$ cat src/hw/lsu_cfg_pkg.sv
`default_nettype none

package lsu_cfg_pkg;

    localparam int mem_words = 64;
    localparam int mem_addr_w = $clog2(mem_words);
    // access latency in cycles, start pulse to done pulse
    localparam int mem_latency = 3;

    // word address, byte address bits 7:2
    typedef logic [mem_addr_w-1:0] mem_addr_t;
    typedef logic [$clog2(mem_latency+1)-1:0] lat_cnt_t;

endpackage

`default_nettype wire

$ cat src/hw/rv_types_pkg.sv
`default_nettype none

package rv_types_pkg;

    // word width of the core
    localparam int xlen = 32;

    // general register file geometry
    localparam int num_regs = 32;
    localparam int reg_idx_w = $clog2(num_regs);

    // machine CSRs kept by this core
    // 0 mstatus, 1 mtvec, 2 mepc, 3 mscratch
    localparam int num_csrs = 4;

    typedef logic [xlen-1:0] xlen_t;
    typedef logic [reg_idx_w-1:0] reg_idx_t;
    typedef logic [$clog2(num_csrs)-1:0] csr_sel_t;

    typedef enum logic [2:0] {
        csr_none  = 3'd0,
        csr_write = 3'd1,
        csr_set   = 3'd2,
        csr_clear = 3'd3
    } csr_op_e;

    // writeback sequencing, also watched by the bound checks
    typedef enum logic [2:0] {
        wait_instr  = 3'd0,
        check_kind  = 3'd1,
        wait_mem    = 3'd2,
        write_back  = 3'd3,
        wait_retire = 3'd4
    } wb_state_e;

endpackage

`default_nettype wire

$ cat src/hw/arch_state.sv
`timescale 1ns/1ps
`default_nettype none

module arch_state (
    input  wire                       clock,
    input  wire                       reset,
    input  wire                       state_we_i,
    input  wire                       rd_we_i,
    input  rv_types_pkg::reg_idx_t    rd_i,
    input  wire                       is_mem_i,
    input  wire                       is_store_i,
    input  rv_types_pkg::xlen_t       load_data_i,
    input  rv_types_pkg::xlen_t       reg_wdata_i,
    input  rv_types_pkg::csr_op_e     csr_op_i,
    input  rv_types_pkg::csr_sel_t    csr_sel_i,
    input  rv_types_pkg::xlen_t       csr_wdata_i,
    input  rv_types_pkg::reg_idx_t    rs_idx_i,
    output rv_types_pkg::xlen_t       rs_data_o,
    output rv_types_pkg::xlen_t       rd_value_o
);

    import rv_types_pkg::*;

    xlen_t regs_q [num_regs];
    xlen_t csrs_q [num_csrs];
    xlen_t csr_old;
    xlen_t csr_new;
    xlen_t result;
    logic  is_load;

    assign is_load = is_mem_i && !is_store_i;
    assign csr_old = csrs_q[csr_sel_i];

    // csr read-modify-write
    always_comb begin
        case (csr_op_i)
            csr_write: csr_new = csr_wdata_i;
            csr_set:   csr_new = csr_old | csr_wdata_i;
            csr_clear: csr_new = csr_old & ~csr_wdata_i;
            default:   csr_new = csr_old;
        endcase
    end

    // rd gets the old csr value on csr ops
    always_comb begin
        if (is_load) begin
            result = load_data_i;
        end else if (csr_op_i != csr_none) begin
            result = csr_old;
        end else begin
            result = reg_wdata_i;
        end
    end

    assign rd_value_o = result;

    always_ff @(posedge clock) begin
        if (reset) begin
            for (int i = 0; i < num_regs; i++) begin
                regs_q[i] <= '0;
            end
            for (int j = 0; j < num_csrs; j++) begin
                csrs_q[j] <= '0;
            end
        end else if (state_we_i) begin
            // x0 is hardwired
            if (rd_we_i && rd_i != '0) begin
                regs_q[rd_i] <= result;
            end
            if (csr_op_i != csr_none) begin
                csrs_q[csr_sel_i] <= csr_new;
            end
        end
    end

    // read port for execute
    assign rs_data_o = (rs_idx_i == '0) ? '0 : regs_q[rs_idx_i];

endmodule

`default_nettype wire

$ cat src/hw/commit_sender.sv
`timescale 1ns/1ps
`default_nettype none

module commit_sender (
    input  wire                       clock,
    input  wire                       reset,
    input  wire                       state_we_i,
    input  wire                       rd_we_i,
    input  rv_types_pkg::reg_idx_t    rd_i,
    input  rv_types_pkg::xlen_t       rd_value_i,
    output logic                      commit_req_o,
    input  wire                       commit_ack_i,
    output logic                      commit_rd_we_o,
    output rv_types_pkg::reg_idx_t    commit_rd_o,
    output rv_types_pkg::xlen_t       commit_value_o,
    output logic                      commit_done_o
);

    typedef enum logic [1:0] {
        tx_idle,
        tx_req,
        tx_drop
    } tx_state_e;

    tx_state_e state_q;

    // snapshot of the retired result, held through the handshake
    always_ff @(posedge clock) begin
        if (state_we_i) begin
            commit_rd_we_o <= rd_we_i;
            commit_rd_o    <= rd_i;
            commit_value_o <= rd_value_i;
        end
    end

    always_ff @(posedge clock) begin
        if (reset) begin
            state_q <= tx_idle;
        end else begin
            case (state_q)
                tx_idle: begin
                    if (state_we_i) begin
                        state_q <= tx_req;
                    end
                end
                tx_req: begin
                    if (commit_ack_i) begin
                        state_q <= tx_drop;
                    end
                end
                tx_drop: begin
                    // monitor releases ack
                    if (!commit_ack_i) begin
                        state_q <= tx_idle;
                    end
                end
                default: state_q <= tx_idle;
            endcase
        end
    end

    assign commit_req_o  = (state_q == tx_req);
    assign commit_done_o = (state_q == tx_drop) && !commit_ack_i;

endmodule

`default_nettype wire

$ cat src/hw/data_memory_unit.sv
`timescale 1ns/1ps
`default_nettype none

module data_memory_unit (
    input  wire                       clock,
    input  wire                       reset,
    input  wire                       mem_start_i,
    input  wire                       is_store_i,
    input  lsu_cfg_pkg::mem_addr_t    mem_addr_i,
    input  rv_types_pkg::xlen_t       store_data_i,
    output logic                      mem_done_o,
    output rv_types_pkg::xlen_t       load_data_o
);

    import rv_types_pkg::*;
    import lsu_cfg_pkg::*;

    xlen_t    ram_q [mem_words];
    xlen_t    load_q;
    logic     busy_q;
    lat_cnt_t cnt_q;

    // cnt_q counts cycles since the start pulse
    always_ff @(posedge clock) begin
        if (reset) begin
            busy_q <= 1'b0;
            cnt_q  <= '0;
        end else if (mem_start_i) begin
            busy_q <= 1'b1;
            cnt_q  <= lat_cnt_t'(1);
        end else if (busy_q) begin
            if (mem_done_o) begin
                busy_q <= 1'b0;
                cnt_q  <= '0;
            end else begin
                cnt_q <= cnt_q + lat_cnt_t'(1);
            end
        end
    end

    assign mem_done_o = busy_q && (cnt_q == lat_cnt_t'(mem_latency));

    // store lands in the done cycle
    always_ff @(posedge clock) begin
        if (reset) begin
            for (int i = 0; i < mem_words; i++) begin
                ram_q[i] <= '0;
            end
        end else if (mem_done_o && is_store_i) begin
            ram_q[mem_addr_i] <= store_data_i;
        end
    end

    // read one edge early so data is valid with done, held afterwards
    always_ff @(posedge clock) begin
        if (busy_q && !is_store_i && cnt_q == lat_cnt_t'(mem_latency - 1)) begin
            load_q <= ram_q[mem_addr_i];
        end
    end

    assign load_data_o = load_q;

endmodule

`default_nettype wire

$ cat src/hw/instr_receiver.sv
`timescale 1ns/1ps
`default_nettype none

module instr_receiver (
    input  wire                       clock,
    input  wire                       reset,
    input  wire                       req_i,
    output logic                      ack_o,
    input  wire                       rd_we_i,
    input  rv_types_pkg::reg_idx_t    rd_i,
    input  rv_types_pkg::xlen_t       reg_wdata_i,
    input  rv_types_pkg::csr_op_e     csr_op_i,
    input  rv_types_pkg::csr_sel_t    csr_sel_i,
    input  rv_types_pkg::xlen_t       csr_wdata_i,
    input  wire                       is_mem_i,
    input  wire                       is_store_i,
    input  lsu_cfg_pkg::mem_addr_t    mem_addr_i,
    input  rv_types_pkg::xlen_t       store_data_i,
    input  wire                       instr_done_i,
    output logic                      instr_valid_o,
    output logic                      rd_we_o,
    output rv_types_pkg::reg_idx_t    rd_o,
    output rv_types_pkg::xlen_t       reg_wdata_o,
    output rv_types_pkg::csr_op_e     csr_op_o,
    output rv_types_pkg::csr_sel_t    csr_sel_o,
    output rv_types_pkg::xlen_t       csr_wdata_o,
    output logic                      is_mem_o,
    output logic                      is_store_o,
    output lsu_cfg_pkg::mem_addr_t    mem_addr_o,
    output rv_types_pkg::xlen_t       store_data_o
);

    typedef enum logic [1:0] {
        rx_idle,
        rx_busy,
        rx_release
    } rx_state_e;

    rx_state_e state_q;

    // record only taken while idle
    always_ff @(posedge clock) begin
        if (state_q == rx_idle && req_i) begin
            rd_we_o      <= rd_we_i;
            rd_o         <= rd_i;
            reg_wdata_o  <= reg_wdata_i;
            csr_op_o     <= csr_op_i;
            csr_sel_o    <= csr_sel_i;
            csr_wdata_o  <= csr_wdata_i;
            is_mem_o     <= is_mem_i;
            is_store_o   <= is_store_i;
            mem_addr_o   <= mem_addr_i;
            store_data_o <= store_data_i;
        end
    end

    always_ff @(posedge clock) begin
        if (reset) begin
            state_q <= rx_idle;
            ack_o   <= 1'b0;
        end else begin
            case (state_q)
                rx_idle: begin
                    if (req_i) begin
                        state_q <= rx_busy;
                    end
                end
                rx_busy: begin
                    // ack one cycle after the latch
                    ack_o <= 1'b1;
                    if (instr_done_i) begin
                        state_q <= rx_release;
                    end
                end
                rx_release: begin
                    // close the handshake once req has dropped
                    if (!req_i) begin
                        ack_o   <= 1'b0;
                        state_q <= rx_idle;
                    end
                end
                default: state_q <= rx_idle;
            endcase
        end
    end

    assign instr_valid_o = (state_q == rx_busy);

endmodule

`default_nettype wire

$ cat src/hw/wb_control.sv
`timescale 1ns/1ps
`default_nettype none

module wb_control (
    input  wire  clock,
    input  wire  reset,
    input  wire  instr_valid_i,
    input  wire  is_mem_i,
    input  wire  mem_done_i,
    input  wire  commit_done_i,
    output logic mem_start_o,
    output logic state_we_o,
    output logic instr_done_o
);

    import rv_types_pkg::*;

    wb_state_e state_q;
    wb_state_e state_d;

    always_ff @(posedge clock) begin
        if (reset) begin
            state_q <= wait_instr;
        end else begin
            state_q <= state_d;
        end
    end

    always_comb begin
        state_d = state_q;
        case (state_q)
            wait_instr: begin
                if (instr_valid_i) begin
                    state_d = check_kind;
                end
            end
            check_kind: begin
                // loads and stores go through the memory unit first
                if (is_mem_i) begin
                    state_d = wait_mem;
                end else begin
                    state_d = write_back;
                end
            end
            wait_mem: begin
                if (mem_done_i) begin
                    state_d = write_back;
                end
            end
            write_back: begin
                state_d = wait_retire;
            end
            wait_retire: begin
                // held here by a slow retire monitor
                if (commit_done_i) begin
                    state_d = wait_instr;
                end
            end
            default: state_d = wait_instr;
        endcase
    end

    assign mem_start_o  = (state_q == check_kind) && is_mem_i;
    assign state_we_o   = (state_q == write_back);
    assign instr_done_o = (state_q == wait_retire) && commit_done_i;

endmodule

`default_nettype wire

$ cat src/hw/wb_subsystem.sv
`timescale 1ns/1ps
`default_nettype none

module wb_subsystem (
    input  wire                       clock,
    input  wire                       reset,
    input  wire                       req_i,
    output logic                      ack_o,
    input  wire                       rd_we_i,
    input  rv_types_pkg::reg_idx_t    rd_i,
    input  rv_types_pkg::xlen_t       reg_wdata_i,
    input  rv_types_pkg::csr_op_e     csr_op_i,
    input  rv_types_pkg::csr_sel_t    csr_sel_i,
    input  rv_types_pkg::xlen_t       csr_wdata_i,
    input  wire                       is_mem_i,
    input  wire                       is_store_i,
    input  lsu_cfg_pkg::mem_addr_t    mem_addr_i,
    input  rv_types_pkg::xlen_t       store_data_i,
    input  rv_types_pkg::reg_idx_t    rs_idx_i,
    output rv_types_pkg::xlen_t       rs_data_o,
    output logic                      commit_req_o,
    input  wire                       commit_ack_i,
    output logic                      commit_rd_we_o,
    output rv_types_pkg::reg_idx_t    commit_rd_o,
    output rv_types_pkg::xlen_t       commit_value_o
);

    import rv_types_pkg::*;
    import lsu_cfg_pkg::*;

    // held instruction record
    logic      instr_valid;
    logic      rd_we;
    reg_idx_t  rd;
    xlen_t     reg_wdata;
    csr_op_e   csr_op;
    csr_sel_t  csr_sel;
    xlen_t     csr_wdata;
    logic      is_mem;
    logic      is_store;
    mem_addr_t mem_addr;
    xlen_t     store_data;

    // sequencing strobes
    logic      instr_done;
    logic      mem_start;
    logic      mem_done;
    logic      state_we;
    logic      commit_done;
    xlen_t     load_data;
    xlen_t     rd_value;

    instr_receiver u_instr_receiver (
        .clock        (clock),
        .reset        (reset),
        .req_i        (req_i),
        .ack_o        (ack_o),
        .rd_we_i      (rd_we_i),
        .rd_i         (rd_i),
        .reg_wdata_i  (reg_wdata_i),
        .csr_op_i     (csr_op_i),
        .csr_sel_i    (csr_sel_i),
        .csr_wdata_i  (csr_wdata_i),
        .is_mem_i     (is_mem_i),
        .is_store_i   (is_store_i),
        .mem_addr_i   (mem_addr_i),
        .store_data_i (store_data_i),
        .instr_done_i (instr_done),
        .instr_valid_o(instr_valid),
        .rd_we_o      (rd_we),
        .rd_o         (rd),
        .reg_wdata_o  (reg_wdata),
        .csr_op_o     (csr_op),
        .csr_sel_o    (csr_sel),
        .csr_wdata_o  (csr_wdata),
        .is_mem_o     (is_mem),
        .is_store_o   (is_store),
        .mem_addr_o   (mem_addr),
        .store_data_o (store_data)
    );

    wb_control u_wb_control (
        .clock        (clock),
        .reset        (reset),
        .instr_valid_i(instr_valid),
        .is_mem_i     (is_mem),
        .mem_done_i   (mem_done),
        .commit_done_i(commit_done),
        .mem_start_o  (mem_start),
        .state_we_o   (state_we),
        .instr_done_o (instr_done)
    );

    data_memory_unit u_data_memory_unit (
        .clock       (clock),
        .reset       (reset),
        .mem_start_i (mem_start),
        .is_store_i  (is_store),
        .mem_addr_i  (mem_addr),
        .store_data_i(store_data),
        .mem_done_o  (mem_done),
        .load_data_o (load_data)
    );

    arch_state u_arch_state (
        .clock      (clock),
        .reset      (reset),
        .state_we_i (state_we),
        .rd_we_i    (rd_we),
        .rd_i       (rd),
        .is_mem_i   (is_mem),
        .is_store_i (is_store),
        .load_data_i(load_data),
        .reg_wdata_i(reg_wdata),
        .csr_op_i   (csr_op),
        .csr_sel_i  (csr_sel),
        .csr_wdata_i(csr_wdata),
        .rs_idx_i   (rs_idx_i),
        .rs_data_o  (rs_data_o),
        .rd_value_o (rd_value)
    );

    commit_sender u_commit_sender (
        .clock         (clock),
        .reset         (reset),
        .state_we_i    (state_we),
        .rd_we_i       (rd_we),
        .rd_i          (rd),
        .rd_value_i    (rd_value),
        .commit_req_o  (commit_req_o),
        .commit_ack_i  (commit_ack_i),
        .commit_rd_we_o(commit_rd_we_o),
        .commit_rd_o   (commit_rd_o),
        .commit_value_o(commit_value_o),
        .commit_done_o (commit_done)
    );

endmodule

`default_nettype wire

$ cat config.mk
export PLATFORM = sky130hd
export DESIGN_NAME = wb_subsystem
export DESIGN_NICKNAME = d
export VERILOG_FILES = /design/src/hw/lsu_cfg_pkg.sv /design/src/hw/rv_types_pkg.sv /design/src/hw/arch_state.sv /design/src/hw/commit_sender.sv /design/src/hw/data_memory_unit.sv /design/src/hw/instr_receiver.sv /design/src/hw/wb_control.sv /design/src/hw/wb_subsystem.sv
export SDC_FILE = /design/constraint.sdc
export NUM_CORES = 2
export LEC_CHECK = 0
export BUFFER_PORTS_ARGS = -buffer_cell sky130_fd_sc_hd__buf_2
export CORE_UTILIZATION = 25
export DETAILED_ROUTE_END_ITERATION = 10
export HOLD_SLACK_MARGIN = 0.08
export PLACE_DENSITY = 0.39
export SLEW_MARGIN = 30
export SYNTH_ARGS = -nofsm -noshare
export SYNTH_HDL_FRONTEND = slang
export SYNTH_SLANG_ARGS = --single-unit
$ cat constraint.sdc
create_clock -name clock -period 18.15 [get_ports clock]
set_clock_uncertainty 0.05 [all_clocks]
set_input_delay 5.445 -clock clock [delete_from_list [all_inputs] [get_ports clock]]
set_output_delay 5.445 -clock clock [all_outputs]
set_load 0.02 [all_outputs]
==> results.txt <==
The met3 routing resource usage after global routing came out at around 2.8%. The part of the power in registers is 48.9%. The type of the worst setup path is in -> out.

The worst hold path class is reg -> reg. The initial detailed-routing violation count came out at 9308. The total number of clock tree sinks came out at 3398.

Measured in cells, the most critical reg-to-reg path has a length of 10. The leakage power is 61.4 nW. The CTS tree is built. The first global-routing pass estimated 799 mm of wire. VDD sags by at most 0.0000772 V. In this run the post-CTS setup repair buffer count came out at 0. The smallest setup slack after layout came out at 3.66 ns. The area added between synthesis and finish came out at 15.6%. Net switching is 25.6% of the power. The die covers 605000 sq um. In this run the power density over the cells is roughly 110 nW/um^2. In this run the critical register-to-register path is captured at u_data_memory_unit.load_data_o[24]. The remaining global-route overflow came out at 0. The cell internal power dissipation is 13.7 mW. The routability congestion estimate is 0.829.

The critical path goes through buf_8, buf_12, buf_4, mux4_2, mux4_2, nor2_1, nor3_1, buf_2. The total of flip-flops plus latches after synthesis came out at between 3000 and 4000. The portion of the post-synthesis area used by sequential elements is 67.7%.

The number of hold buffers added after CTS is 0. Summing all placed instances gives a cell area of around 160000 sq um. The number of antenna violations at the first check in global routing came out at 70. The root buffer cell chosen for the clock tree is sky130_fd_sc_hd__clkbuf_16. The final-report hold violation count is 0.

The placed wire-length estimate after detailed placement is 336 mm. The worst setup path is launched from an input pin. The routing usage on met2 came out at between 30% and 40%. The clock network burns 42.5% of the power. In the final layout, the multi-input gates occupy 44900 sq um. The starting density of the core came out at 25.1%. The kind of cell adding the most delay to the critical path is buffers and inverters. The combined global-route utilization of all metal layers came out at 18.9%. The largest buffer count on any clock path is 4. The y dimension of the die is 778 microns. The switching power of the nets came out at 4.69 mW.

STA classifies the critical path endpoint as a primary output. The number of buffers and inverters on the critical path is 4. Final hold analysis gives a worst-case slack of 0.440 ns. The normalized max-slew margin came out at roughly 23%. The maximum level of the CTS H-tree came out at 5. The clock period minus final worst setup slack came out at 14.49 ns. In this run the cell area of the synthesized design comes to 150000 sq um. The path with the worst hold slack has its endpoint at u_commit_sender.state_q[0]. Among all flip-flop cells after synthesis, the most frequent one is sky130_fd_sc_hd__edfxtp_1.

At the worst endpoint, the arrival time is approximately 9 ns. The post-layout net count is 10518. The placement-stage worst setup slack is 3.45 ns. The slack of the worst reg-to-reg path is 11.81 ns. For the worst-skew pair, the clock arrives at the later sink with an insertion delay of 1.04 ns.

In this run, synthesis inferred approximately 3400 flip-flops with an integrated enable. The number of detailed-route iterations in the first pass came out at 6. The number of cell rows is roughly 280. The number of standard cells after synthesis is between 10000 and 15000. The part of the cycle the worst path needs is 79.8%. The worst register-to-register path begins at u_instr_receiver.mem_addr_o[1]. After routing the design area is 174000 sq um. The final routed wirelength across all metal layers came out at 592 mm. The worst-path maximum fanout came out at 90.

In the final layout, the share of cells above drive strength 1 is between 10% and 20%. The flow ran to the end, and the final reports show no timing, DRC or antenna violations. Based on the critical path, the design can be clocked at up to ~70 MHz. The instance count along the most critical hold path is 1. For met1 alone, demand over resource in global routing was ~26%. The largest net degree at the start of global routing came out at 95. Setup total negative slack on the finished layout was measured at 0 ns. The number of global-route vias before repair is 91208.

The register area is 102000 sq um. The number of buffers added on ports is about 200. The number of max-slew violations in the final report is 0. The post-route antenna net violation count came out at 0.

Setup repair after global routing left no endpoint under its margin. The average cell area after synthesis is between 10 and 15 sq um. The total of max-cap violations is 0. The clock-pin slew reported for the worst setup and hold paths after clock tree synthesis came out at around 0.06 ns. The source of the critical timing path is rs_idx_i[0]. The global-route layer with the greatest usage is met2. The number of instances resized during post-cts repair came out at 0. The startpoint identified for the worst hold timing path is u_commit_sender.state_q[1].

The number of distinct library cell variants in the gate-level netlist after synthesis came out at 71. The detailed-route via count is 90960. The share of flip-flops with an asynchronous set or reset is 0%. The slowest stage of the critical path is the sky130_fd_sc_hd__buf_12 cell. The delay of the slowest critical-path stage is slightly above 0.6 ns. The endpoint required time on the critical path came out at 12.65 ns. The synthesis warning total came out at 0. The die is 778 microns wide. The boundary pin count came out at between 150 and 200.

The average detailed-routed wire length per instance came out at 31.5 microns. The share of total power in combinational logic came out at 8.6%. The number of setup violations in the final report is 0.

The slew at the pin with the worst max-slew slack came out at 1.16 ns. The cell repeated most along the worst path is sky130_fd_sc_hd__mux4_2. After filler insertion, the fill cell instance count of the layout stands at roughly 60000. The area of the core region is 599000 sq um. The number of buffers created by CTS came out at 403. In the routed design, unresolved DRC markers number 0. The via-per-instance ratio is 4.85.
metal layers:
layer	wire length (microns)	part of all wire [%]	vias to the layer above
met2	279000	47	3329
met5	33	0.0056	-
met4	18800	3.2	6
li1	-	-	38331
met3	37000	6.3	779
met1	257000	43	48515
area by class of cell:
type                    count  share of cell area [%]
inverters                  38                  0.0878
diodes                     45                  0.0648
clock buffers             511                    6.07
multi-input cells        5952                    25.8
flip-flops and latches   3398                    58.6
well taps                8008                    5.76
clock inverters           215                    1.01
repair buffers            599                    2.58
how the worst max path moves through the flow:
stage                                to  slack, ns  depth (start not counted)
after CTS                 rs_data_o[21]       3.48                          8
after global placement     rs_data_o[4]       3.43                          7
after floorplan                register       2.97                          2
final                     rs_data_o[30]       3.66                          8
after detailed placement  rs_data_o[21]       3.45                          8
after global routing      rs_data_o[30]       3.42                          8
power by group through the flow:
stage / clock (mW) / combinational, mW / sequential, mW
2_1_floorplan: 0 / 0.804 / 9.10
3_3_place_gp: 0 / 1.57 / 9.14
3_5_place_dp: 0 / 1.60 / 9.15
4_1_cts: 7.96 / 1.61 / 8.99
5_1_grt: 8.22 / 1.65 / 9.00
6_report: 7.79 / 1.58 / 8.98
layout by cell type, fill, tap and decap left out, types with 28 or more instances in the layout:
master                         n
sky130_fd_sc_hd__mux2i_1     361
sky130_fd_sc_hd__clkinv_2     58
sky130_fd_sc_hd__nand2_1     100
sky130_fd_sc_hd__o21ai_0     152
sky130_fd_sc_hd__a21oi_4      32
sky130_fd_sc_hd__clkinv_1    107
sky130_fd_sc_hd__diode_2      45
sky130_fd_sc_hd__nor2_1     1305
sky130_fd_sc_hd__a22oi_1     153
sky130_fd_sc_hd__buf_2       198
sky130_fd_sc_hd__a221oi_1    212
sky130_fd_sc_hd__nor3_1       40
sky130_fd_sc_hd__or2_2        39
sky130_fd_sc_hd__clkbuf_16   406
sky130_fd_sc_hd__inv_1        34
sky130_fd_sc_hd__nand3_1      31
sky130_fd_sc_hd__o22ai_1      66
sky130_fd_sc_hd__and2_1     2049
sky130_fd_sc_hd__o221ai_1     50
sky130_fd_sc_hd__mux2_2      218
sky130_fd_sc_hd__conb_1       32
sky130_fd_sc_hd__clkbuf_1    105
sky130_fd_sc_hd__mux4_2      417
sky130_fd_sc_hd__buf_4       356
sky130_fd_sc_hd__a221o_1      57
sky130_fd_sc_hd__nor2_2       64
sky130_fd_sc_hd__a22o_1       28
sky130_fd_sc_hd__a21oi_1     187
sky130_fd_sc_hd__edfxtp_1   3385
state kept, by name (all words and copies together), names as in the netlist, 2 cells and up, named ones only:
signal	cells
u_instr_receiver.csr_wdata_o	32
u_instr_receiver.csr_op_o	3
u_data_memory_unit.load_data_o	32
u_commit_sender.commit_value_o	32
u_instr_receiver.mem_addr_o	6
u_arch_state.csrs_q	128
u_instr_receiver.csr_sel_o	2
u_commit_sender.state_q	2
u_instr_receiver.store_data_o	32
u_instr_receiver.rd_o	5
u_data_memory_unit.cnt_q	2
u_arch_state.regs_q	1024
u_commit_sender.commit_rd_o	5
u_instr_receiver.state_q	2
u_wb_control.state_q	3
u_data_memory_unit.ram_q	2048
u_instr_receiver.reg_wdata_o	32
cells by family (layout without fill, tap and decap cells):
family | count (synthesis) | after routing | share of synthesized area (%)
muxes | 1019 | 1019 | 10.5
and+or+nand+nor | 3821 | 3821 | 13.4
adders and majority gates | 2 | 2 | 0.0166
AOI/OAI and AO/OA | 1075 | 1075 | 5.16
DFF | 3398 | 3398 | 67.7
buffers and inverters | 1082 | 1363 | 3.18
xor gates and xnor gates | 3 | 3 | 0.0175
other | 1 | 77 | 0.00249
stage by stage:
step	total power, mW	std cells	util [%]
floorplan	9.91	10432	-
global placement	10.7	17961	26.9
detailed placement	10.8	17992	27.0
CTS	18.6	18718	29.0
global route	18.9	18724	29.0
finish	18.4	18766	29.0
synthesized netlist by cell type (all sizes together), types with 22 or more instances:
cell | number | area, sq um
o2bb2ai | 22 | 193
nor3 | 50 | 265
a21oi | 221 | 1110
nand3 | 32 | 160
mux4 | 417 | 9390
a221oi | 225 | 2050
a22o | 28 | 245
mux2i | 364 | 3640
clkbuf | 657 | 2470
o21ai | 157 | 786
a221o | 57 | 571
or2 | 65 | 407
o22ai | 70 | 438
nand2 | 121 | 462
a22oi | 153 | 1150
mux2 | 238 | 2730
nor2 | 1375 | 5170
nand2b | 40 | 250
and2 | 2053 | 12800
o221ai | 50 | 438
inv | 38 | 143
edfxtp | 3385 | 102000
buf | 387 | 2180
No activity file was read; power rests on OpenSTA's default activity.
